<file path="src/nes_host_pkg.sv">
/* NES host shared definitions
   Widths, constants and request structs used across the host blocks */
package nes_host_pkg;

	localparam int MEM_ADDR_W   = 16;
	localparam int SAVE_ADDR_W  = 13;
	localparam logic [MEM_ADDR_W-1:0] SAVE_BASE = 16'hE000; // Start of save-RAM window
	localparam int SECTOR_BYTES = 512;
	localparam int LBA_W        = 12;
	localparam logic [7:0] DL_RESET_CYCLES = 8'd255;
	localparam logic [1:0] LOAD_PHASE      = 2'd3;     // Memory phase for loader commits
	localparam int FLAGS_W      = 32;

	// Host order, right in bit 0
	typedef struct packed {
		logic start;
		logic select;
		logic b;
		logic a;
		logic up;
		logic down;
		logic left;
		logic right;
	} pad_t;

	typedef struct packed {
		logic [MEM_ADDR_W-1:0] addr;
		logic                  rd;     // One-cycle strobe
		logic                  wr;     // One-cycle strobe
		logic [7:0]            wdata;
	} cpu_bus_t;

	typedef struct packed {
		logic [MEM_ADDR_W-1:0] addr;
		logic [7:0]            data;
		logic                  write;
	} mem_wr_t;

	// Offset is relative to SAVE_BASE
	typedef struct packed {
		logic [SAVE_ADDR_W-1:0] offset;
		logic                   oe;
		logic                   we;
		logic [7:0]             wdata;
	} backup_req_t;

	typedef struct packed {
		logic [LBA_W-1:0] lba;
		logic             rd;
		logic             wr;
	} sd_req_t;

endpackage

</file>
<file path="src/joypad_port.sv">
/* Joypad port
   Latches both controller bytes in console order and serializes them */
`timescale 1ns/1ns

module joypad_port (
	input  logic               clk,
	input  logic               reset_nes,
	input  nes_host_pkg::pad_t joy_a,
	input  nes_host_pkg::pad_t joy_b,
	input  logic               joy_swap,
	input  logic               joypad_strobe,
	input  logic [1:0]         joypad_clock,
	output logic [1:0]         joypad_data
);
	import nes_host_pkg::*;

	pad_t       pad_sel [2];
	logic [7:0] shreg [2];   // One shift register per port
	logic [1:0] clock_d;

	// Console order: A, B, select, start, up, down, left, right from bit 0
	function automatic logic [7:0] to_console(pad_t p);
		return {p.right, p.left, p.down, p.up, p.start, p.select, p.b, p.a};
	endfunction

	assign pad_sel[0] = joy_swap ? joy_b : joy_a;
	assign pad_sel[1] = joy_swap ? joy_a : joy_b;

	always_ff @(posedge clk) begin
		if (reset_nes) begin
			shreg[0] <= 8'd0;
			shreg[1] <= 8'd0;
			clock_d  <= 2'b00;
		end else begin
			for (int n = 0; n < 2; n++) begin
				if (joypad_strobe)
					shreg[n] <= to_console(pad_sel[n]);
				// Falling clock edge wins over strobe
				if (clock_d[n] && !joypad_clock[n])
					shreg[n] <= {1'b0, shreg[n][7:1]};
			end
			clock_d <= joypad_clock;
		end
	end

	assign joypad_data = {shreg[1][0], shreg[0][0]};

endmodule

</file>
<file path="config.mk">
export PLATFORM = sky130hd
export DESIGN_NAME = joypad_port
export DESIGN_NICKNAME = d
export VERILOG_FILES = /design/src/nes_host_pkg.sv /design/src/joypad_port.sv
export SDC_FILE = /design/constraint.sdc
export NUM_CORES = 1
export LEC_CHECK = 0
export BUFFER_PORTS_ARGS = -buffer_cell sky130_fd_sc_hd__buf_2
export CORE_MARGIN = 3
export CORE_UTILIZATION = 35
export CTS_CLUSTER_DIAMETER = 100
export DETAILED_ROUTE_END_ITERATION = 10
export GPL_TIMING_DRIVEN = 0
export PLACE_DENSITY = 0.56
export SLEW_MARGIN = 0
export SYNTH_ARGS = -nofsm -noshare
export SYNTH_HDL_FRONTEND = slang
export SYNTH_SLANG_ARGS = --single-unit
</file>
<file path="constraint.sdc">
create_clock -name clk -period 1.34 [get_ports clk]
set_input_delay 0 -clock clk [delete_from_list [all_inputs] [get_ports clk]]
set_output_delay 0 -clock clk [all_outputs]
set_load 0.01 [all_outputs]
</file>
==> results.txt <==
Syn Std Cell Area = 945 sq um
DRT Wirelength = 1860 um
CTS tree = done
CP required = 1.46 ns
Yosys top cell area share = 0.477
Crit. End Element = flop
clock latency at the later pin of the worst-skew pair = 0.28 ns
endpoints failing setup = 0
largest net degree at the start of global routing = 11
diode count = 0
Comb power frac = 0.157
status = finished, final reports clean
Slowest Stage Delay on Critical Path = 0.42 ns
sw frac = 0.233
final hold vios = 0
crit-path leading delay family = simple AND/OR/NAND/NOR gates
CTS Buf Count = 3
Pwr per Cell Area = 923 mW/mm^2
Vias = 709
Final HPWL DP = 1390 um
Seq pwr share = 0.595
Final Slew Violations = 0
die width = 58.0 um
Die Height = 58.0 um
synth top area cells = edfxtp_1, mux2i_1, o2bb2ai_1
worst setup path endpoint = shreg[0][5]$_SDFFCE_PN0P_
Sw Pwr = 262 uW
Fillers = 250
commonest non-fill, non-tap cells in the layout = buf_2, mux2i_1, edfxtp_1
DR pass1 iterations = 2
CP Cell Sequence = or3b_4 > clkbuf_16 > a211oi_1
Buffers & Inverters on Critical Path = 1
vias in the first global route = 716
YS warnings = 0
cells after synthesis = 75
Worst Setup SP = clock_d[0]$_SDFF_PP0_
Area Overhead vs Synth = 28.9%
post-synth top area cell = edfxtp_1
CP max FO = 5
number of max-cap violations = 0
initial antenna violation count = 0
first-pass GRT wire length = 3020 um
Nets = 128
Initial Util = 0.375
worst reg-to-reg setup slack = 0.04 ns
Final Util = 0.483
Max-Slew Margin vs Limit = 0.765
Final Skew = 0.000659 ns
number of DRC markers in iteration 0 = 18
Worst Setup Start Kind = flop
Overflow after GRT = 0
Port Buf Inserts = 22
crit path DAT = 1.42 ns
clock buffer depth = 2
GRT Resource Usage Total = 0.118
RR Startpoint = clock_d[0]$_SDFF_PP0_
Antenna Violating Nets Remaining = 0
H-tree Lvls = 1
Hold Path Class = input pin to flop
Die ar. = 0.00336 sq mm
Final Cycle Share = 0.970
CP Class = flop to flop
Reg clk slew, reported paths = 0.10 ns
hold depth = 3
Post-Syn Nets = 97
setup tns final = 0 ns
cell-internal power = 862 uW
core area = 0.00252 sq mm
cell count of the worst reg-to-reg path = 3
Final GP Congestion = 0.724
CTS Sinks = 18
routed len/inst = 13.8 um
via-per-instance ratio = 5.25
Avg Inst Size Synth = 12.6 sq um
distinct cell type count after synthesis = 18
Worst-Margin Slew = 0.352 ns
# rows = 18
Peak VDD IR = 589 uV
Seq cells post-synth = 18
CP Depth = 3
clock power share = 0.247
DRC Markers = 0
sequential element share of the synthesized area = 0.540
Max Clock Freq = 0.770 GHz
Pleak = 0.000524 uW
commonest non-fill, non-tap cell in the layout = buf_2
fin crit period = 1.30 ns
r2r endpoint = shreg[0][5]$_SDFFCE_PN0P_
Boundary Pins = 24
clk root buf = clkbuf_4
layout cells sized above 1 = 0.390
CP max-delay cell = or3b_4
## flip-flops by register name (all words and copies together), names as in the netlist
name and cells:
shreg 16, clock_d 2
## area by class of cell
class	instances	area (sq um)	share of cell area
flip-flops and latches	18	510	0.419
multi-input cells	51	419	0.344
repair buffers	27	181	0.149
plain buffers	5	42.5	0.0349
well taps	30	37.5	0.0308
clock buffers	4	26.3	0.0216
## worst min-delay path, delay by kind of cell
kind	cells	cell delay [ns]
compound gates	1	0.10
mux	1	0.11
buf+inv	1	0.10
## power by group through the flow
stage / clock network (uW) / registers (uW) / logic (uW)
finish: 278 / 669 / 177
global route: 312 / 675 / 197
CTS: 290 / 667 / 169
detailed placement: 0 / 679 / 160
global placement: 0 / 678 / 158
floorplan: 0 / 676 / 96.8
## repair_timing
item,4_1_cts,5_1_grt
setup buffers,0,1
endpoints found under the setup margin,3,14
pin swaps,0,1
hold buffers,4,0
endpoints found under the hold margin,3,0
gates resized for setup,1,11
cloned,0,1
## per-stage QoR
stage          total power (uW)  std cells  setup WS [ns]  instance area [sq um]  hold slack [ns]
2_1_floorplan               772         75         0.0569                    945           0.0897
3_3_place_gp                836        127       -0.00766                   1090            0.218
3_5_place_dp                839        127        -0.0171                   1090            0.223
4_1_cts                    1130        134        0.00334                   1160           0.0575
5_1_grt                    1180        135        -0.0387                   1220           0.0867
6_report                   1120        135         0.0406                   1220           0.0631
## Yosys cell counts
library cell   n
or3b_1         1
nand2b_1       2
o2bb2ai_1      7
buf_2          2
a2111oi_0      1
nand3b_1       1
edfxtp_1      15
mux2i_1       16
dfxtp_1        3
nor2b_1        1
nor2_1        10
nor4b_1        1
a211oi_1       7
buf_4          3
and2b_1        2
buf_6          1
o21bai_1       1
nand2_1        1
## per-layer routing
layer	track usage	wire length [um]	vias up
li1	-	-	350
met1	0.150	846	330
met2	0.185	823	25
met3	0.0356	170	4
met4	0.0497	21	0
met5	0	0	-
## worst min path at each step
| stage | from | endpoint |
|---|---|---|
| floorplan | reset_nes | shreg[1][7]$_SDFFE_PP0P_ |
| global placement | joypad_clock[1] | clock_d[1]$_SDFF_PP0_ |
| detailed placement | joypad_clock[1] | clock_d[1]$_SDFF_PP0_ |
| CTS | reset_nes | clock_d[0]$_SDFF_PP0_ |
| global route | joy_b[5] | shreg[1][1]$_DFFE_PP_ |
| finish | joy_b[0] | shreg[1][7]$_SDFFE_PP0P_ |
## cell families (layout without fill, tap and decap cells)
family / after synthesis / count (layout) / share of synthesized area
mux: 16 / 16 / 0.170
simple gates: 19 / 19 / 0.106
compound gates: 16 / 16 / 0.138
buf+inv: 6 / 36 / 0.0464
flops: 18 / 18 / 0.540
Note: power is estimated with default switching activity, not from simulation.
