<file path="src/nes_host_pkg.sv">
/* NES host shared definitions
   Widths, constants and request structs used across the host blocks */
package nes_host_pkg;

	localparam int MEM_ADDR_W   = 16;
	localparam int SAVE_ADDR_W  = 13;
	localparam logic [MEM_ADDR_W-1:0] SAVE_BASE = 16'hE000; // Start of save-RAM window
	localparam int SECTOR_BYTES = 512;
	localparam int LBA_W        = 12;
	localparam logic [7:0] DL_RESET_CYCLES = 8'd255;
	localparam logic [1:0] LOAD_PHASE      = 2'd3;     // Memory phase for loader commits
	localparam int FLAGS_W      = 32;

	// Host order, right in bit 0
	typedef struct packed {
		logic start;
		logic select;
		logic b;
		logic a;
		logic up;
		logic down;
		logic left;
		logic right;
	} pad_t;

	typedef struct packed {
		logic [MEM_ADDR_W-1:0] addr;
		logic                  rd;     // One-cycle strobe
		logic                  wr;     // One-cycle strobe
		logic [7:0]            wdata;
	} cpu_bus_t;

	typedef struct packed {
		logic [MEM_ADDR_W-1:0] addr;
		logic [7:0]            data;
		logic                  write;
	} mem_wr_t;

	// Offset is relative to SAVE_BASE
	typedef struct packed {
		logic [SAVE_ADDR_W-1:0] offset;
		logic                   oe;
		logic                   we;
		logic [7:0]             wdata;
	} backup_req_t;

	typedef struct packed {
		logic [LBA_W-1:0] lba;
		logic             rd;
		logic             wr;
	} sd_req_t;

endpackage

</file>
<file path="src/boot_reset.sv">
/* Console reset generator
   Holds the console in reset at power-up, after downloads and on loader failure */
`timescale 1ns/1ns

module boot_reset (
	input  logic clk,
	input  logic reset_nes,
	input  logic downloading,
	input  logic loader_busy,
	input  logic loader_fail,
	output logic console_reset
);
	import nes_host_pkg::*;

	logic       init_hold;   // Cleared by the first download
	logic [7:0] dl_cnt;

	always_ff @(posedge clk) begin
		if (reset_nes) begin
			init_hold <= 1'b1;
			dl_cnt    <= 8'd0;
		end else begin
			if (downloading)
				init_hold <= 1'b0;
			if (downloading)
				dl_cnt <= DL_RESET_CYCLES;   // Reload while data streams in
			else if (!loader_busy && dl_cnt != 8'd0)
				dl_cnt <= dl_cnt - 8'd1;
		end
	end

	assign console_reset = init_hold || (dl_cnt != 8'd0) || loader_fail;

	// Post-download hold may only start from a download
	a_cnt_start: assert property (@(posedge clk) disable iff (reset_nes)
		$rose(dl_cnt != 8'd0) |-> $past(downloading));

endmodule

</file>
<file path="config.mk">
export PLATFORM = sky130hd
export DESIGN_NAME = boot_reset
export DESIGN_NICKNAME = d
export VERILOG_FILES = /design/src/nes_host_pkg.sv /design/src/boot_reset.sv
export SDC_FILE = /design/constraint.sdc
export NUM_CORES = 1
export LEC_CHECK = 0
export BUFFER_PORTS_ARGS = -buffer_cell sky130_fd_sc_hd__buf_2
export CAP_MARGIN = 15
export CORE_MARGIN = 2
export CORE_UTILIZATION = 30
export CTS_BUF_LIST = sky130_fd_sc_hd__clkbuf_16
export DETAILED_ROUTE_END_ITERATION = 6
export PLACE_DENSITY = 0.59
export SYNTH_ARGS = -nofsm -noshare
export SYNTH_HDL_FRONTEND = slang
export SYNTH_SLANG_ARGS = --single-unit
</file>
<file path="constraint.sdc">
create_clock -name clk -period 4.35 [get_ports clk]
set_clock_uncertainty 0.2 [all_clocks]
set_input_delay 0.435 -clock clk [delete_from_list [all_inputs] [get_ports clk]]
set_output_delay 0.435 -clock clk [all_outputs]
set_load 0.01 [all_outputs]
</file>
==> summary.txt <==
Status
  • Outcome: completed

Global routing
  • Grt total ovfl: 0
  • Gr usage total: 0.130
  • Busiest grt layer: met1
  • Antenna violations before repair: 0
  • Largest net degree at the start of global routing: 10
  • Global-route wire length before repair: between 1500 and 2000 um
  • Vias in the first global route: 379
  • M1 GR Usage: 0.180
  • Grt met2 use: 0.179
  • Met3 usage: 0.0735

CTS
  • CTS clk-pin slew, worst paths: around 0.040 ns
  • # hold bufs at CTS: 0
  • Clk_lat worst skew: about 0.23 ns
  • Clock root buffer: clkbuf_16
  • Clock sinks: 9
  • CTS tree: built
  • CTS resizes: 0
  • H-tree depth: 1
  • Setup Buffers After CTS: 0
  • CTS Buf Count: 3
  • Clock Path Buffers: 2

Timing
  • Hold Fails Final Rpt: 0
  • Worst Max-Slew Pin Slew: roughly 0.54 ns
  • Final setup violation count: 0
  • Max Fclk: 453 MHz
  • Fin crit period: 2.21 ns
  • Total negative slack: 0 ns
  • Final hold slack: 0.259 ns
  • Unrepaired setup endpoints after global routing: false
  • Fin crit share: 0.507
  • Relative slew slack: 0.634
  • Max-slew violation count: 0

Cells and area
  • Util after Layout: 0.401
  • Layout cell share with drive strength beyond 1: 0.190
  • Non-filler cells in the finished layout: 79
  • Area delta synth->final: 24.5%
  • Post-layout net count: 70
  • Filler Cell Count: 150
  • Ant diodes: 0

Logic synthesis
  • Area leader, netlist: dfxtp_1
  • Ys Warns: 0
  • Top FF cell, synth: dfxtp_1
  • Synthesized area per cell: ~8.9 sq um
  • EDFF count, synth: 0
  • Synth top area share: 0.367
  • Yosys reg bits: 9
  • Syn nets: 61
  • Cell area after synthesis: around 490 sq um
  • Post-Syn Instances: 55
  • Seq/Total Area, Yosys: 0.367
  • Async S/R FF share, synth: 0
  • Library cells used by synthesis: 26
  • Synth top area cells: dfxtp_1 (37%), a21oi_1 (8.2%), o31ai_1 (4.6%)

Setup path
  • Crit path DAT: 1.57 ns
  • Crit path max fanout: 7
  • Critical path required time: between 3 and 4 ns
  • Nature of the critical path endpoint: primary output
  • Reg2reg start: dl_cnt[0]
  • Crit path launch type: flip-flop
  • Setup slack, reg-to-reg: 2.52 ns
  • Setup CP Type: flip-flop to primary output
  • Reg2reg path depth: 5
  • End of the critical path: console_reset
  • Critical path startpoint: dl_cnt[0]
  • FF-to-FF End: dl_cnt[1]

Power
  • Peak supply drop: 364 uV
  • LEAKAGE: 0.234 nW
  • Reg power frac: 0.338
  • Switch share: 0.230
  • Clock share of power: 0.543
  • PwrDens: 480 mW/mm^2
  • Logic pwr share: 0.119
  • Cell internal pwr: 226 uW
  • Net switching power: 67.3 uW

Placement
  • Placed Cells: 75
  • Port Buf Inserts: 5
  • Gpl congestion: 0.769
  • HPWL after DPL: ~770 um

Floorplanning
  • Initial core utilization: 0.322
  • Chip width: 44.4 um
  • Die height: 44.4 um
  • Die area: around 0.0020 sq mm
  • Row cnt: 14
  • # IOs: 6
  • Core area: about 0.0015 sq mm

Route
  • Final ANT Viol Nets: 0
  • Drt via density: approximately 6
  • Iter 0 DRT Violations: 15
  • Via Count: 476
  • Residual DRC count: 0
  • Avg WL per Cell: 14.4 um
  • Post-Route WL: 1130 um
  • DR pass1 iterations: 4

Min path
  • Worst hold path type: flip-flop to flip-flop

Job
  • Max-cap viol count: 0
[per-stage QoR]
step | power (mW) | setup slack, ns | area (sq um)
after global placement | 0.134 | 2.48 | 532
after floorplan | 0.124 | 2.65 | 490
after CTS | 0.295 | 2.15 | 611
after detailed placement | 0.134 | 2.41 | 532
after global routing | 0.310 | 2.02 | 611
final | 0.293 | 2.14 | 611
[cells in the mapped netlist (2+ instances only)]
cell / number
a2111oi_0: 2
nor2_1: 3
nand3_1: 2
inv_1: 4
a21oi_1: 8
nand4b_1: 2
a21o_1: 2
a211o_1: 2
a31oi_1: 3
o31ai_1: 3
dfxtp_1: 9
[registers in the layout, summed over array words and instances (netlist names)]
name       cells
init_hold      1
dl_cnt         8
[power by group through the flow]
stage          clock (mW)  combinational (mW)  sequential, mW
2_1_floorplan           0              0.0256          0.0980
3_3_place_gp            0              0.0340          0.0999
3_5_place_dp            0              0.0346          0.0998
4_1_cts             0.162              0.0348          0.0986
5_1_grt             0.171              0.0389           0.100
6_report            0.159              0.0348          0.0989
[worst max-delay path, cell delays in order (launching register included)]
cell     delay (ns)
dfxtp_1        0.32
inv_1          0.08
ha_1           0.23
nor3b_2        0.42
nand3_1        0.12
buf_2          0.16
[placed cells by master, fill, tap and decap left out]
cell type | synthesis | layout
inv_1 | 4 | 5
nor3b_2 | 1 | 1
o31ai_1 | 3 | 3
or4_4 | 1 | 1
nor2_1 | 3 | 3
and3b_1 | 1 | 1
buf_2 | 0 | 5
nand4b_1 | 2 | 2
or3b_2 | 1 | 1
nor3b_1 | 1 | 1
a31oi_1 | 3 | 3
nor4_2 | 1 | 1
or4b_1 | 1 | 1
a211o_1 | 2 | 2
o21ai_0 | 1 | 1
a2111oi_0 | 2 | 2
clkbuf_16 | 0 | 3
ha_1 | 1 | 1
or3_1 | 1 | 1
nand2b_1 | 1 | 1
dfxtp_1 | 9 | 9
nor4_1 | 1 | 1
a311oi_1 | 1 | 1
nand3_1 | 2 | 2
nor3_1 | 1 | 1
a21oi_1 | 8 | 8
a21o_1 | 2 | 2
[cell families after synthesis]
kind of cell	share of synthesized area
buffers and inverters	0.0382
AOI/OAI and AO/OA	0.296
and+or+nand+nor	0.273
DFF	0.367
adders and majority gates	0.0255
[area by class of cell]
class | count | area (sq um) | area share
clock inverters | 1 | 3.75 | 0.00615
well taps | 16 | 20.0 | 0.0328
multi-input cells | 41 | 292 | 0.477
clock buffers | 3 | 75.1 | 0.123
inverters | 4 | 15.0 | 0.0246
flip-flops and latches | 9 | 180 | 0.295
repair buffers | 5 | 25.0 | 0.0410
[per-layer routing]
| metal | vias up | part of all wire |
|---|---|---|
| met5 | - | 0 |
| li1 | 238 | - |
| met4 | 0 | 0 |
| met1 | 226 | 0.48 |
| met3 | 0 | 0.055 |
| met2 | 12 | 0.47 |
[worst min path at each step]
| stage | start | to | slack, ns | cells past startpoint |
|---|---|---|---|---|
| finish | init_hold | init_hold | 0.26 | 1 |
| global route | init_hold | init_hold | 0.30 | 1 |
| CTS | init_hold | init_hold | 0.27 | 1 |
| detailed placement | init_hold | init_hold | 0.25 | 1 |
| global placement | init_hold | init_hold | 0.24 | 1 |
| floorplan | init_hold | init_hold | 0.23 | 1 |
Power figures use the tool's default switching activity.
