### config.mk
export PLATFORM = sky130hd
export DESIGN_NAME = save_backup
export DESIGN_NICKNAME = d
export VERILOG_FILES = /design/src/nes_host_pkg.sv /design/src/save_backup.sv
export SDC_FILE = /design/constraint.sdc
export NUM_CORES = 1
export LEC_CHECK = 0
export BUFFER_PORTS_ARGS = -buffer_cell sky130_fd_sc_hd__buf_2
export CAP_MARGIN = 10
export CORE_MARGIN = 5
export CORE_UTILIZATION = 40
export CTS_CLUSTER_SIZE = 25
export DETAILED_ROUTE_END_ITERATION = 10
export GPL_ROUTABILITY_DRIVEN = 0
export PLACE_DENSITY = 0.76
export SYNTH_ARGS = -nofsm -noshare
export SYNTH_HDL_FRONTEND = slang
export SYNTH_SLANG_ARGS = --single-unit
export TNS_END_PERCENT = 100
### constraint.sdc
create_clock -name clk -period 3.54 [get_ports clk]
set_clock_uncertainty 0.15 [all_clocks]
set_input_delay 0.177 -clock clk [delete_from_list [all_inputs] [get_ports clk]]
set_output_delay 0.177 -clock clk [all_outputs]
set_load 0.02 [all_outputs]
### src/nes_host_pkg.sv
/* NES host shared definitions
   Widths, constants and request structs used across the host blocks */
package nes_host_pkg;

	localparam int MEM_ADDR_W   = 16;
	localparam int SAVE_ADDR_W  = 13;
	localparam logic [MEM_ADDR_W-1:0] SAVE_BASE = 16'hE000; // Start of save-RAM window
	localparam int SECTOR_BYTES = 512;
	localparam int LBA_W        = 12;
	localparam logic [7:0] DL_RESET_CYCLES = 8'd255;
	localparam logic [1:0] LOAD_PHASE      = 2'd3;     // Memory phase for loader commits
	localparam int FLAGS_W      = 32;

	// Host order, right in bit 0
	typedef struct packed {
		logic start;
		logic select;
		logic b;
		logic a;
		logic up;
		logic down;
		logic left;
		logic right;
	} pad_t;

	typedef struct packed {
		logic [MEM_ADDR_W-1:0] addr;
		logic                  rd;     // One-cycle strobe
		logic                  wr;     // One-cycle strobe
		logic [7:0]            wdata;
	} cpu_bus_t;

	typedef struct packed {
		logic [MEM_ADDR_W-1:0] addr;
		logic [7:0]            data;
		logic                  write;
	} mem_wr_t;

	// Offset is relative to SAVE_BASE
	typedef struct packed {
		logic [SAVE_ADDR_W-1:0] offset;
		logic                   oe;
		logic                   we;
		logic [7:0]             wdata;
	} backup_req_t;

	typedef struct packed {
		logic [LBA_W-1:0] lba;
		logic             rd;
		logic             wr;
	} sd_req_t;

endpackage

### src/save_backup.sv
/* Save-RAM backup sequencer
   Moves SD sectors between the SD buffer and the save-RAM window */
`timescale 1ns/1ns

module save_backup (
	input  logic                      clk,
	input  logic                      reset_nes,
	input  logic                      downloading,
	input  logic                      img_mounted,
	input  logic [31:0]               img_size,
	input  logic                      bk_load,
	input  logic                      bk_save,
	input  logic                      sd_ack,
	input  logic                      sd_buff_wr,
	input  logic                      sd_buff_rd,
	input  logic [7:0]                sd_buff_dout,
	input  logic                      bk_ack,
	input  logic [7:0]                bk_rdata,
	output nes_host_pkg::sd_req_t     sd,
	output logic [7:0]                sd_buff_din,
	output nes_host_pkg::backup_req_t bk_req,
	output logic                      bk_ena
);
	import nes_host_pkg::*;

	logic                   mounted_d;
	logic                   downloading_d;
	logic                   bk_load_d;
	logic                   bk_save_d;
	logic                   sd_ack_d;
	logic                   busy;        // 0 idle, 1 sector transfer
	logic                   loading;     // Direction of the current run
	logic [LBA_W-1:0]       lba;
	logic                   sd_rd;
	logic                   sd_wr;
	logic [LBA_W-1:0]       sec_count;
	logic [SAVE_ADDR_W-1:0] offset;
	logic                   req_oe;
	logic                   req_we;
	logic [7:0]             req_wdata;
	logic                   mount_rise;
	logic                   load_rise;
	logic                   save_rise;
	logic                   seq_start;

	assign mount_rise = img_mounted && !mounted_d;
	assign load_rise  = bk_load && !bk_load_d;
	assign save_rise  = bk_save && !bk_save_d;
	assign seq_start  = !busy && bk_ena && (load_rise || save_rise);

	always_ff @(posedge clk) begin
		if (reset_nes) begin
			mounted_d     <= 1'b0;
			downloading_d <= 1'b0;
			bk_load_d     <= 1'b0;
			bk_save_d     <= 1'b0;
			sd_ack_d      <= 1'b0;
			bk_ena        <= 1'b0;
			busy          <= 1'b0;
			loading       <= 1'b0;
			lba           <= '0;
			sd_rd         <= 1'b0;
			sd_wr         <= 1'b0;
			req_oe        <= 1'b0;
			req_we        <= 1'b0;
		end else begin
			mounted_d     <= img_mounted;
			downloading_d <= downloading;
			bk_load_d     <= bk_load;
			bk_save_d     <= bk_save;
			sd_ack_d      <= sd_ack;

			if (mount_rise)
				bk_ena <= |img_size;
			if (downloading && !downloading_d)
				bk_ena <= 1'b0;   // New game, old save no longer valid

			if (sd_ack && !sd_ack_d) begin
				sd_rd <= 1'b0;
				sd_wr <= 1'b0;
			end

			if (seq_start) begin
				busy    <= 1'b1;
				loading <= load_rise;
				lba     <= '0;
				sd_rd   <= load_rise;
				sd_wr   <= !load_rise;
			end else if (busy && sd_ack_d && !sd_ack) begin
				// Host finished a sector
				if (lba + LBA_W'(1) == sec_count) begin
					busy    <= 1'b0;
					loading <= 1'b0;
				end else begin
					lba   <= lba + LBA_W'(1);
					sd_rd <= loading;
					sd_wr <= !loading;
				end
			end

			if (bk_ack) begin
				req_oe <= 1'b0;
				req_we <= 1'b0;
			end
			if (sd_buff_wr)
				req_we <= 1'b1;
			if (sd_buff_rd)
				req_oe <= 1'b1;
		end
	end

	always_ff @(posedge clk) begin
		if (mount_rise)
			sec_count <= LBA_W'(img_size >> $clog2(SECTOR_BYTES));
		if (seq_start)
			offset <= '1;   // First strobe wraps to 0
		if (sd_buff_wr || sd_buff_rd)
			offset <= offset + SAVE_ADDR_W'(1);
		if (sd_buff_wr)
			req_wdata <= sd_buff_dout;
		if (bk_ack && req_oe)
			sd_buff_din <= bk_rdata;
	end

	assign sd     = '{lba: lba, rd: sd_rd, wr: sd_wr};
	assign bk_req = '{offset: offset, oe: req_oe, we: req_we, wdata: req_wdata};

	// SD host must wait for the previous byte to reach memory
	a_strobe_spacing: assert property (@(posedge clk) disable iff (reset_nes)
		(sd_buff_wr || sd_buff_rd) |-> !(req_oe || req_we) || bk_ack);

endmodule

==> flow_summary_export.csv <==
group,metric,value,unit
outcome,status,"complete, no violations",
die,die_height,96.8,um
hold_path,whs_path_depth,2,
global_route,first_global_vias,2610,
final_layout,post_route_cells_drive_above_1_share,31.8,%
die,die-width,96.8,um
sta,timing.fmax,311,MHz
clock_tree,cts_htree_levels,3,
die,fp.coreArea,7290,um2
hold_path,hold_removal_path_class,"in2reg",
drt,routedLengthMet1,3150,um
final_layout,antenna_cells,0,
clock_tree,worstSkewPairLatency,0.34,ns
die,initial_core_util,41.3,%
die,dieArea,9370,um2
final_layout,area_growth_syn_to_fin,38.0,%
synth,synth.area.mux_share,0.830,%
sta,layout_setup_ws,0.324,ns
clock_tree,cts-buffers-inserted,9,
synth,netlist_instances,271,
synth,postSynthAreaPerCell,11.1,um2
sta,rsz0062_at_grt,"no",
power_and_ir_drop,seq_power_share,49.1,%
setup_path,timing.critical_path.fanout_max,8,
setup_path,rr_worst_depth,8,
synth,synth_simple_gate_area_share,20.3,%
die,io_pins,104,
global_route,globalRouteOverflowTotal,0,
setup_path,max_stage_delay,0.74,ns
job,max_cap_violations,0,
sta,totalNegativeSetupSlack,0,ns
synth,yosysUniqueCellTypes,46,
clock_tree,cts.path.max_buffers,2,
global_route,initial_antenna_violation_count,0,
global_route,first_pass_grt_wire_length,12400,um
synth,synth-edff-count,41,
synth,yosys_most_used_dff,"sky130_fd_sc_hd__edfxtp_1",
setup_path,buffers_inverters_on_critical_path,0,
synth,synth-seq-cells,65,
hold_path,holdPathEnd,"req_we",
drt,met3_wirelength,391,um
placement,hpwlAfterDp,5380,um
clock_tree,clkTransAtPathRegs,0.08,ns
synth,synthesis.yosys.warnings,0,
global_route,grt_max_degree,19,
final_layout,final_net_count,470,
setup_path,timing.reg2reg.setup_slack,0.32,ns
clock_tree,cts_root_buf,"sky130_fd_sc_hd__clkbuf_8",
sta,min_period,3.22,ns
setup_path,crit_family,"simple AND/OR/NAND/NOR gates",
power_and_ir_drop,worst_ir_drop_vdd,280,uV
setup_path,timing_worst_setup_path_type,"reg2reg",
setup_path,arrival,3.32,ns
drt,dr_wl_met2,3780,um
clock_tree,cts.sinks,65,
sta,setup_viol,0,
synth,mappedNetlistNets,331,
setup_path,timing.rr.start,"lba[1]",
drt,drt-vias-per-instance,5.05,
synth,synth-seq-area-share,56.8,%
power_and_ir_drop,pwr-share-comb,17.9,%
power_and_ir_drop,power-per-cell-area,467,nW/um2
setup_path,setup.worst_path.start_class,"flop",
clock_tree,postCtsSetupBuffers,0,
power_and_ir_drop,p_sw_share,28.8,%
hold_path,worstHoldStart,"reset_nes",
final_layout,finalInstanceArea,4160,um2
drt,finalWirelength,7490,um
drt,highest-signal-layer,"met4",
power_and_ir_drop,total_switching_power,560,uW
synth,xor_xnor_fraction_of_synth_area,8.14,%
setup_path,setup_crit_end_kind,"flop",
power_and_ir_drop,power.static_leakage,0.00164,uW
sta,slew_headroom,29.8,%
clock_tree,tritoncts_clock_tree,"yes",
synth,synth-compound-area-share,9.59,%
die,placement_rows,31,
synth,asyncSetResetFlopFracSynth,0,%
final_layout,layout_commonest_cell,"sky130_fd_sc_hd__buf_2",
drt,drt-pass1-iter-count,4,
drt,post_drt_wl_per_cell,14.6,um
setup_path,timing.critical_path.required,3.65,ns
placement,dp_worst_setup_slack,0.213,ns
setup_path,crit_path_cell_trace,"ha_4 > nand3_2 > or3_1 > xnor2_1 > or4b_2 > o31ai_4 > mux2_4 > a211oi_2",
sta,drv_slew,0,
drt,via_count,2598,
sta,hold_violations,0,
setup_path,critical_path.slowest_cell,"sky130_fd_sc_hd__or4b_2",
synth,post_synth_fa_ha_maj_area_fraction,0.830,%
final_layout,final_cell_mix,"sky130_fd_sc_hd__buf_2, sky130_fd_sc_hd__edfxtp_1, sky130_fd_sc_hd__dlygate4sd3_1",
drt,drt-initial-drc-count,146,
global_route,grtUsageTotal,16.1,%
setup_path,worst_setup_path_startpoint,"lba[1]",
synth,mappedNetlistArea,3010,um2
power_and_ir_drop,internal_power,1380,uW
placement,port_buffers,103,
drt,count_of_antenna_violating_nets_left_after_detailed_routing,0,
drt,route.detailed.drc,0,
setup_path,timing.rr.end,"sd_wr",
sta,timing_worst_slew_pin_value,1.05,ns
synth,synth_top_family_by_area,"simple AND/OR/NAND/NOR gates",
sta,layout_worst_path_cycle_share,90.8,%
power_and_ir_drop,power.share.clock,32.9,%
placement,placed_cell_area,3590,um2
## area by class of cell
class	count	area [um2]
sequential	65	1710
timing repair buffer	141	888
tap	99	124
clock buffer	9	124
inverter	6	22.5
clock inverter	7	80.1
multi-input combinational	187	1210
fill	659	3130
## metal layers
layer  vias to the layer above  global-route usage, %
met3                        13                   2.88
li1                       1268                      -
met5                         -                      0
met2                        92                   28.1
met1                      1225                   19.1
met4                         0                   7.45
## stage by stage
stage / power, uW / utilization [%] / hold WS [ns] / instances
after detailed placement: 1290 / 49.3 / 0.207 / 463
after CTS: 1960 / 56.9 / 0.000466 / 514
after global routing: 2030 / 57.0 / 0.0206 / 514
after floorplan: 1160 / - / 0.126 / 271
after global placement: 1280 / 49.3 / 0.204 / 463
final: 1940 / 57.0 / 0.0127 / 514
## synth_stat cells (9+ instances only)
cell                        n  area [um2]
sky130_fd_sc_hd__a21oi_1   17        85.1
sky130_fd_sc_hd__dfxtp_1   24         480
sky130_fd_sc_hd__or3_1     10        62.6
sky130_fd_sc_hd__xor2_1    14         123
sky130_fd_sc_hd__edfxtp_1  41        1230
sky130_fd_sc_hd__nor2_1    14        52.6
sky130_fd_sc_hd__o21ai_0   13        65.1
sky130_fd_sc_hd__xnor2_1   14         123
sky130_fd_sc_hd__nand2_1   20        75.1
sky130_fd_sc_hd__nor4_1     9        56.3
sky130_fd_sc_hd__nand2b_1  10        62.6
sky130_fd_sc_hd__nand3_1   11        55.1
## registers in the layout, summed over array words and instances, names as in the netlist
name / flops
lba: 12
loading: 1
req_oe: 1
sd_wr: 1
sec_count: 12
downloading_d: 1
bk_load_d: 1
busy: 1
bk_ena: 1
mounted_d: 1
req_we: 1
bk_save_d: 1
sd_ack_d: 1
sd_rd: 1
offset: 13
req_wdata: 8
sd_buff_din: 8
## cell families after synthesis
family	count (synthesis)
muxes	2
adders and majority gates	2
buffers and inverters	19
xor gates and xnor gates	28
and+or+nand+nor	108
AOI/OAI and AO/OA	47
DFF	65
## power by group through the flow
stage / clock network [uW] / logic, uW / registers [uW]
2_1_floorplan: 0 / 139 / 1020
3_3_place_gp: 0 / 310 / 966
3_5_place_dp: 0 / 318 / 969
4_1_cts: 657 / 350 / 953
5_1_grt: 690 / 380 / 962
6_report: 639 / 348 / 953
## worst max-delay path by stage
stage                    to  slack (ns)  depth (start not counted)
floorplan             sd_wr        0.19                          9
finish                sd_wr        0.32                          8
global placement      sd_wr        0.31                          8
global route        lba[10]        0.09                          9
detailed placement    sd_wr        0.21                          8
CTS                   sd_wr        0.18                          8
## repair_timing
action	CTS	global route
endpoints found under the setup margin	0	11
hold buffers	35	0
endpoints found under the hold margin	35	0
gates resized for setup	0	2
(Power assumes the default switching activity.)
