`src/nes_host_pkg.sv`:
```
/* NES host shared definitions
   Widths, constants and request structs used across the host blocks */
package nes_host_pkg;

	localparam int MEM_ADDR_W   = 16;
	localparam int SAVE_ADDR_W  = 13;
	localparam logic [MEM_ADDR_W-1:0] SAVE_BASE = 16'hE000; // Start of save-RAM window
	localparam int SECTOR_BYTES = 512;
	localparam int LBA_W        = 12;
	localparam logic [7:0] DL_RESET_CYCLES = 8'd255;
	localparam logic [1:0] LOAD_PHASE      = 2'd3;     // Memory phase for loader commits
	localparam int FLAGS_W      = 32;

	// Host order, right in bit 0
	typedef struct packed {
		logic start;
		logic select;
		logic b;
		logic a;
		logic up;
		logic down;
		logic left;
		logic right;
	} pad_t;

	typedef struct packed {
		logic [MEM_ADDR_W-1:0] addr;
		logic                  rd;     // One-cycle strobe
		logic                  wr;     // One-cycle strobe
		logic [7:0]            wdata;
	} cpu_bus_t;

	typedef struct packed {
		logic [MEM_ADDR_W-1:0] addr;
		logic [7:0]            data;
		logic                  write;
	} mem_wr_t;

	// Offset is relative to SAVE_BASE
	typedef struct packed {
		logic [SAVE_ADDR_W-1:0] offset;
		logic                   oe;
		logic                   we;
		logic [7:0]             wdata;
	} backup_req_t;

	typedef struct packed {
		logic [LBA_W-1:0] lba;
		logic             rd;
		logic             wr;
	} sd_req_t;

endpackage

```
`src/loader_capture.sv`:
```
/* Loader write capture
   Holds one loader write until memory phase 3 and latches the mapper flags */
`timescale 1ns/1ns

module loader_capture (
	input  logic                               clk,
	input  logic                               reset_nes,
	input  logic                               downloading,
	input  logic                               loader_busy,
	input  logic                               loader_done,
	input  logic [nes_host_pkg::FLAGS_W-1:0]   loader_flags,
	input  nes_host_pkg::mem_wr_t              loader_wr,
	input  logic [1:0]                         nes_phase,
	output nes_host_pkg::mem_wr_t              commit_wr,
	output logic                               load_owns_bus,
	output logic [nes_host_pkg::FLAGS_W-1:0]   mapper_flags
);
	import nes_host_pkg::*;

	logic                  pending;
	logic [MEM_ADDR_W-1:0] slot_addr;
	logic [7:0]            slot_data;
	logic                  commit;

	assign commit = pending && (nes_phase == LOAD_PHASE);

	always_ff @(posedge clk) begin
		if (reset_nes) begin
			pending      <= 1'b0;
			mapper_flags <= '0;
		end else begin
			if (loader_wr.write)
				pending <= 1'b1;   // New write replaces the one committing now
			else if (commit)
				pending <= 1'b0;
			if (loader_done)
				mapper_flags <= loader_flags;
		end
	end

	always_ff @(posedge clk) begin
		if (loader_wr.write) begin
			slot_addr <= loader_wr.addr;
			slot_data <= loader_wr.data;
		end
	end

	assign commit_wr = '{addr: slot_addr, data: slot_data, write: commit};
	assign load_owns_bus = downloading || loader_busy;   // CPU locked out of memory

	// Loader must not overrun the single slot
	a_no_overrun: assert property (@(posedge clk) disable iff (reset_nes)
		loader_wr.write |-> !pending || commit);

endmodule

```
`config.mk`:
```
export PLATFORM = sky130hd
export DESIGN_NAME = loader_capture
export DESIGN_NICKNAME = d
export VERILOG_FILES = /design/src/nes_host_pkg.sv /design/src/loader_capture.sv
export SDC_FILE = /design/constraint.sdc
export NUM_CORES = 1
export LEC_CHECK = 0
export BUFFER_PORTS_ARGS = -buffer_cell sky130_fd_sc_hd__buf_2
export CAP_MARGIN = 10
export CORE_MARGIN = 10
export CORE_UTILIZATION = 38
export CTS_BUF_LIST = sky130_fd_sc_hd__clkbuf_4 sky130_fd_sc_hd__clkbuf_8 sky130_fd_sc_hd__clkbuf_16
export DETAILED_ROUTE_END_ITERATION = 16
export PLACE_DENSITY = 0.8
export SETUP_SLACK_MARGIN = 0.4
export SLEW_MARGIN = 20
export SYNTH_ARGS = -nofsm -noshare
export SYNTH_HDL_FRONTEND = slang
export SYNTH_SLANG_ARGS = --single-unit
```
`constraint.sdc`:
```
create_clock -name clk -period 0.8 [get_ports clk]
set_input_delay 0.16 -clock clk [delete_from_list [all_inputs] [get_ports clk]]
set_output_delay 0.16 -clock clk [all_outputs]
set_load 0.02 [all_outputs]
```
==> results of run 1 <==
-- worst register-to-register path, stage by stage (launching register included) --
cell,delay [ns]
dfxtp_2,0.33
buf_6,0.11
mux2i_2,0.15
nor2_2,0.06
-- metrics by stage --
stage | hold slack [ns] | setup TNS (ns) | power [µW]
2_1_floorplan | 0.259 | 0 | 3840
3_3_place_gp | 0.337 | -0.971 | 4220
3_5_place_dp | 0.339 | -1.41 | 4240
4_1_cts | 0.00155 | -10.58 | 6990
5_1_grt | -0.00610 | -11.93 | 7300
6_report | 0.0159 | -9.69 | 6950
-- metal layers --
metal,vias to the layer above,part of all wire,global-route usage
met4,0,0.017,0.0591
met2,83,0.53,0.229
li1,726,-,-
met5,-,0,0
met1,688,0.36,0.137
met3,11,0.092,0.0579
-- registers in the layout, indices dropped and copies added, names as in the netlist --
register,cells
slot_addr,16
pending,1
slot_data,8
mapper_flags,32
-- cells in the mapped netlist --
master,instances
or2_2,1
nor2_2,2
o21ba_2,1
mux2i_1,32
buf_2,1
edfxtp_1,24
nor2_1,30
buf_6,1
clkbuf_2,1
clkbuf_1,2
dfxtp_1,33
buf_4,1
and3_1,1
buf_12,3
a21boi_0,1
-- layout make-up --
cell class | count | share of cell area
clock inverters | 6 | 0.0178
clock buffers | 10 | 0.0397
multi-input cells | 68 | 0.150
flip-flops and latches | 57 | 0.453
well taps | 70 | 0.0265
repair buffers | 129 | 0.313
-- power by group --
| part | switching, µW | internal [µW] |
|---|---|---|
| Sequential | 108 | 3200 |
| Clock | 1060 | 1450 |
| Combinational | 544 | 583 |
-- how the worst max path moves through the flow --
stage | from | end | slack (ns) | cells past startpoint
global placement | loader_done | mapper_flags[1] | -0.06 | 4
global route | pending | commit_wr[0] | -0.34 | 2
floorplan | loader_done | mapper_flags[0] | 0.06 | 4
detailed placement | loader_done | mapper_flags[1] | -0.07 | 4
finish | pending | commit_wr[0] | -0.28 | 2
CTS | pending | commit_wr[0] | -0.28 | 2
-- layout by cell type (no fill, tap or decap) --
master	instances
dfxtp_4	30
clkinv_2	2
o21ba_2	1
clkbuf_8	9
nor2_1	30
buf_2	71
buf_4	4
nor2_2	2
or2_4	1
a21boi_2	1
clkbuf_4	1
mux2i_2	2
mux2i_1	30
edfxtp_1	24
dfxtp_2	3
and3_4	1
clkinvlp_4	2
buf_12	3
buf_16	1
bufinv_16	1
clkinv_1	1
buf_6	50
-- what timing repair did --
item,4_1_cts,5_1_grt
endpoints found under the hold margin,0,6
pin swaps,2,8
setup buffers,1,0
gates cloned,1,0
endpoints found under the setup margin,112,91
gates resized for setup,87,19
-- cell families after synthesis --
logic type,after synthesis
AO/OA/AOI/OAI,2
buffers and inverters,9
flip-flops,57
multiplexers,32
AND/OR/NAND/NOR,34
==> run metrics, run 1 <==
hold path start loader_wr[4]; dpl hpwl around 4200 µm; Die Y 91.7 µm; CTS buffer count 9; CP Data Required Time about 0.64 ns; largest family of logic cells by synthesized area multiplexers; WP buf/inv 1; Yosys cell types 15; # DRC 0; core area just over 5000 µm²; latest clock arrival within the worst-skew pair between 0.3 and 0.4 ns; status complete, but fails checks; final cycle utilization of the critical path 1.35; CP top delay family flip-flops; Crit Reg-Reg Endpoint mapper_flags[1]; antenna fix cells 0; YS warnings 0; Min-Delay Endpoint slot_data[3]; initial antenna violation count 0; # rows 26; min cycle time layout around 1.1 ns; Worst-path clk slew ~0.060 ns; post-synthesis simple-gate area fraction 0.0705; max incr delay on CP 0.33 ns; clk root buf clkbuf_8; WHS Path Cells 1; routed vias between 1.5k and 2k; register area share after synthesis 0.707; Pleak about 0.0015 µW; Startpoint Class register; Pre-antenna DRT Iters 4; Post-Syn Area roughly 2000 µm²; Finished Cell Area about 3300 µm²; largest net degree at the start of global routing 19; hold_buf cts 0; drt first-iter violations 36; footprint of the multi-input gates 494 µm²; Max Slew Vio Count 0; ANT nets after route 0; worst-case reg-to-reg path depth 3; CTS tree done; IO Pins around 120; worst rel slew slack 0.893; Seq. cell area approximately 1500 µm²; Compound-Gate Fraction of Synth Area 0.00897; maximum buffer depth of the clock tree 2; GRT overflow 0; Hold Path Class in2reg; Gate Count Post-Synth 134; I/O Buffers around 120; Peak VDD IR ~960 µV; Syn Area/Cell 14.6 µm²; final core occ 0.656; GRT Total Usage 0.133; Mapped Nets 198; fillcell total 354; initial core utilization 0.387; adder-cell share of the synthesized area 0; vias per cell around 4.4; fmax about 920 MHz; Die W roughly 90 µm; # setup viols final 57; DP Area 2750 µm²; clk_skew 0 ns; share of layout cells above drive strength 1 0.685; Final nets between 300 and 400; Final Hold Vio Count 0; critical path's slowest cell dfxtp_2; full die area ~8400 µm²; mux cell area share after synthesis 0.164; pwr/cell area 2100 nW/µm²; synth top area cells edfxtp_1, dfxtp_1, mux2i_1; unrepaired setup endpoints after global routing true; final WL slightly below 6000 µm; final worst setup slack -0.283 ns; Non-Filler Instances 340; dpl cells approximately 320; worst path arrival time roughly 0.9 ns; Max Cap Viol 0; critical path class reg2out; cell taking the most area after synthesis edfxtp_1; crit path cell chain and3_4, buf_6; XOR/XNOR Fraction of Synth Area 0; Critical Path Sink Type output pin; global placement routability congestion 0.794; post-synthesis register bit count 57; worst-path fanout max 2; vias in the first global route 1654; area growth from synthesis to layout 69.3%; first-pass GRT wire length roughly 9000 µm; Least-Margin Pin Slew around 0.16 ns; setup slack, reg-to-reg 0.04 ns; DP Worst Slack -0.0681 ns; CTS sink cnt between 50 and 60; RR Startpoint mapper_flags[1]; failing checks negative setup slack; Synth top area share 0.369; H-tree levels 3; DR WL/cell roughly 17 µm
Power figures use the tool's default switching activity.
==> run 2, diff against run 1 <==
--- a/config.mk
+++ b/config.mk
@@ -6,4 +6,5 @@
 export NUM_CORES = 1
 export LEC_CHECK = 0
+export ABC_AREA = 1
 export BUFFER_PORTS_ARGS = -buffer_cell sky130_fd_sc_hd__buf_2
 export CAP_MARGIN = 10
==> constraint.sdc (replaced) <==
create_clock -name clk -period 0.8 [get_ports clk]
set_input_delay 0.16 -clock clk [delete_from_list [all_inputs] [get_ports clk]]
set_output_delay 0.16 -clock clk [all_outputs]
set_load 0.005 [all_outputs]
==> run metrics, run 2 <==
H-tree levels 3 (unchanged); top_reg_cell synth dfxtp_1; Critical Path Sink Type output pin; final core occ 0.664 (+0.00849); global placement routability congestion 0.753 (-5.1%); Pre-antenna DRT Iters 4 (unchanged); DR WL/cell 15.3 µm (-11%); worst rel slew slack 0.841 (-0.0521); Setup TNS -8.22 ns (+1.46 ns); I/O Buffers 121 (unchanged); Startpoint Class register; CTS buffer count 9 (unchanged); Least-Margin Pin Slew 0.238 ns (+0.0826 ns); most numerous cell in the Yosys netlist nand2_1; final worst setup slack -0.219 ns (+0.0631 ns); Worst-path clk slew 0.06 ns (about the same); Pleak 0.00154 µW (+1.6%); # rows 26 (unchanged); setup slack, reg-to-reg 0.05 ns (about the same); # DRC 0 (unchanged); min cycle time layout 1.02 ns (-0.0631 ns); CP Data Required Time 0.64 ns (about the same); largest net degree at the start of global routing 33 (+14); cell taking the most area after synthesis edfxtp_1; failing checks negative setup slack; IO Pins 122 (unchanged); Die W 93.0 µm (+1.4%); core area 5140 µm² (+1.9%); DP Area 2750 µm² (+0.14%); first-pass GRT wire length 9200 µm (+5.0%); pwr/cell area 2170 nW/µm² (+3.0%); asr flop ratio synth 0 (unchanged); Finished Cell Area 3410 µm² (+3.3%); share of layout cells above drive strength 1 0.724 (+0.0384); area growth from synthesis to layout 68.7%; antenna fix cells 0 (unchanged); # setup viols final 57 (unchanged); Max Slew Vio Count 0 (unchanged); routed vias 1723 (+14%); clk root buf clkbuf_8; CP top delay family flip-flops; full die area 8640 µm² (+2.8%); largest register by flop count mapper_flags; biggest regs mapper_flags: 32 flops, slot_addr: 16 flops, slot_data: 8 flops; vias in the first global route 1832 (+11%); worst-path fanout max 1 (-1); Peak VDD IR 1250 µV (+29%); Hold Path Class in2reg; fmax 981 MHz (+6.2%); Post-Syn Area 2020 µm² (+3.6%); Synth top area share 0.356 (-0.0128); Yosys cell types 15 (unchanged); Syn Area/Cell 11.7 µm² (-20%); final cycle utilization of the critical path 1.27 (-0.0788); clock share of power 0.425 (+0.064); Psw 1570 µW (-8.5%); Gate power share 0.124 (-0.038); EDFF count, synth 24 (unchanged); Die Y 93.0 µm (+1.4%); unrepaired setup endpoints after global routing true; post-synthesis register bit count 57 (unchanged); CTS tree done; M1 GR Usage 0.140 (+0.00320); vias per cell 4.40 (-0.90%); Max Cap Viol 0 (unchanged); met3 usage 0.0686 (+0.0107); initial antenna violation count 0 (unchanged); dpl hpwl 4280 µm (+1.4%); status complete, but fails checks; ANT nets after route 0 (unchanged); worst path arrival time 0.86 ns (-0.06 ns); commonest non-fill, non-tap cells in the layout buf_2, nand2_1, buf_6; Synth top cells by count nand2_1, dfxtp_1, edfxtp_1; max incr delay on CP 0.39 ns (+0.06 ns); WP buf/inv 1 (unchanged); latest clock arrival within the worst-skew pair 0.32 ns (about the same); synth top area cells edfxtp_1, dfxtp_1, nand2_1; final WL 6000 µm (+2.6%); Mapped Nets 237 (+20%); switch share 0.212 (-0.0344); initial core utilization 0.394 (+0.00628); drt first-iter violations 41 (+14%); clk_skew 0 ns (unchanged); YS warnings 0 (unchanged); crit path cell chain buf_2; busiest grt layer met2; critical path class reg2out; Final nets 381 (+16%); commonest non-fill, non-tap cell in the layout buf_2; max reg flops 32 (unchanged); P_int 5820 µW (+11%); Sequential Power Share 0.451 (-0.026); GRT Total Usage 0.137 (+0.00436); routing usage on met2 0.230 (+0.00147); GRT overflow 0 (unchanged); register area share after synthesis 0.683 (-0.0245); Gate Count Post-Synth 173 (+29%); critical path's slowest cell edfxtp_1; maximum buffer depth of the clock tree 2 (unchanged); CTS sink cnt 57 (unchanged); Final Hold Vio Count 0 (unchanged); DP Worst Slack -0.0392 ns (+0.0289 ns)
run 2: cell families (layout without fill, tap and decap cells):
group / after synthesis / in the layout / share of synthesized area
AO/OA/AOI/OAI: 33 / 33 / 0.108
AND/OR/NAND/NOR: 68 / 68 / 0.140
buffers and inverters: 15 / 164 / 0.0699
flip-flops: 57 / 57 / 0.683
run 2: power groups by stage:
stage / combinational (µW) / clock (µW) / sequential (µW)
2_1_floorplan: 276 / 0 / 3400
3_3_place_gp: 699 / 0 / 3360
3_5_place_dp: 718 / 0 / 3370
4_1_cts: 858 / 3220 / 3320
5_1_grt: 1010 / 3350 / 3350
6_report: 919 / 3140 / 3330
run 2: per-layer routing:
metal	share of wire	wire length [µm]	vias to the layer above
met1	0.37	2250	779
met2	0.51	3090	76
met5	0	0	-
met3	0.096	577	10
li1	-	-	858
met4	0.014	87	0
run 2: cell type report:
cell class,instances,area [µm²]
clock buffers,9,124
fillers,426,1730
inverters,3,18.8
multi-input cells,101,559
repair buffers,145,1090
clock inverters,7,109
flip-flops and latches,57,1420
well taps,70,87.6
run 2: path summary, 6_finish.rpt:
path | to | depth (start not counted) | startpoint
worst min-delay path | slot_addr[2] | 1 | loader_wr[11]
worst min register to register | mapper_flags[8] | 2 | mapper_flags[8]
worst max-delay path | commit_wr[14] | 1 | slot_addr[5]
worst max register to register | mapper_flags[1] | 4 | mapper_flags[1]
run 2: timing repair:
item                                    4_1_cts  5_1_grt
setup buffers                                12        5
endpoints found under the setup margin       93       91
cloned                                        1        0
endpoints found under the hold margin        17       22
pin swaps                                     2        3
resized for setup                            40       24
run 2: through the flow:
step,cells,hold slack (ns),total power (µW)
detailed placement,358,0.338,4090
global placement,358,0.337,4060
floorplan,173,0.259,3680
global route,392,-0.0173,7710
CTS,387,-0.00869,7400
finish,392,0.00800,7390
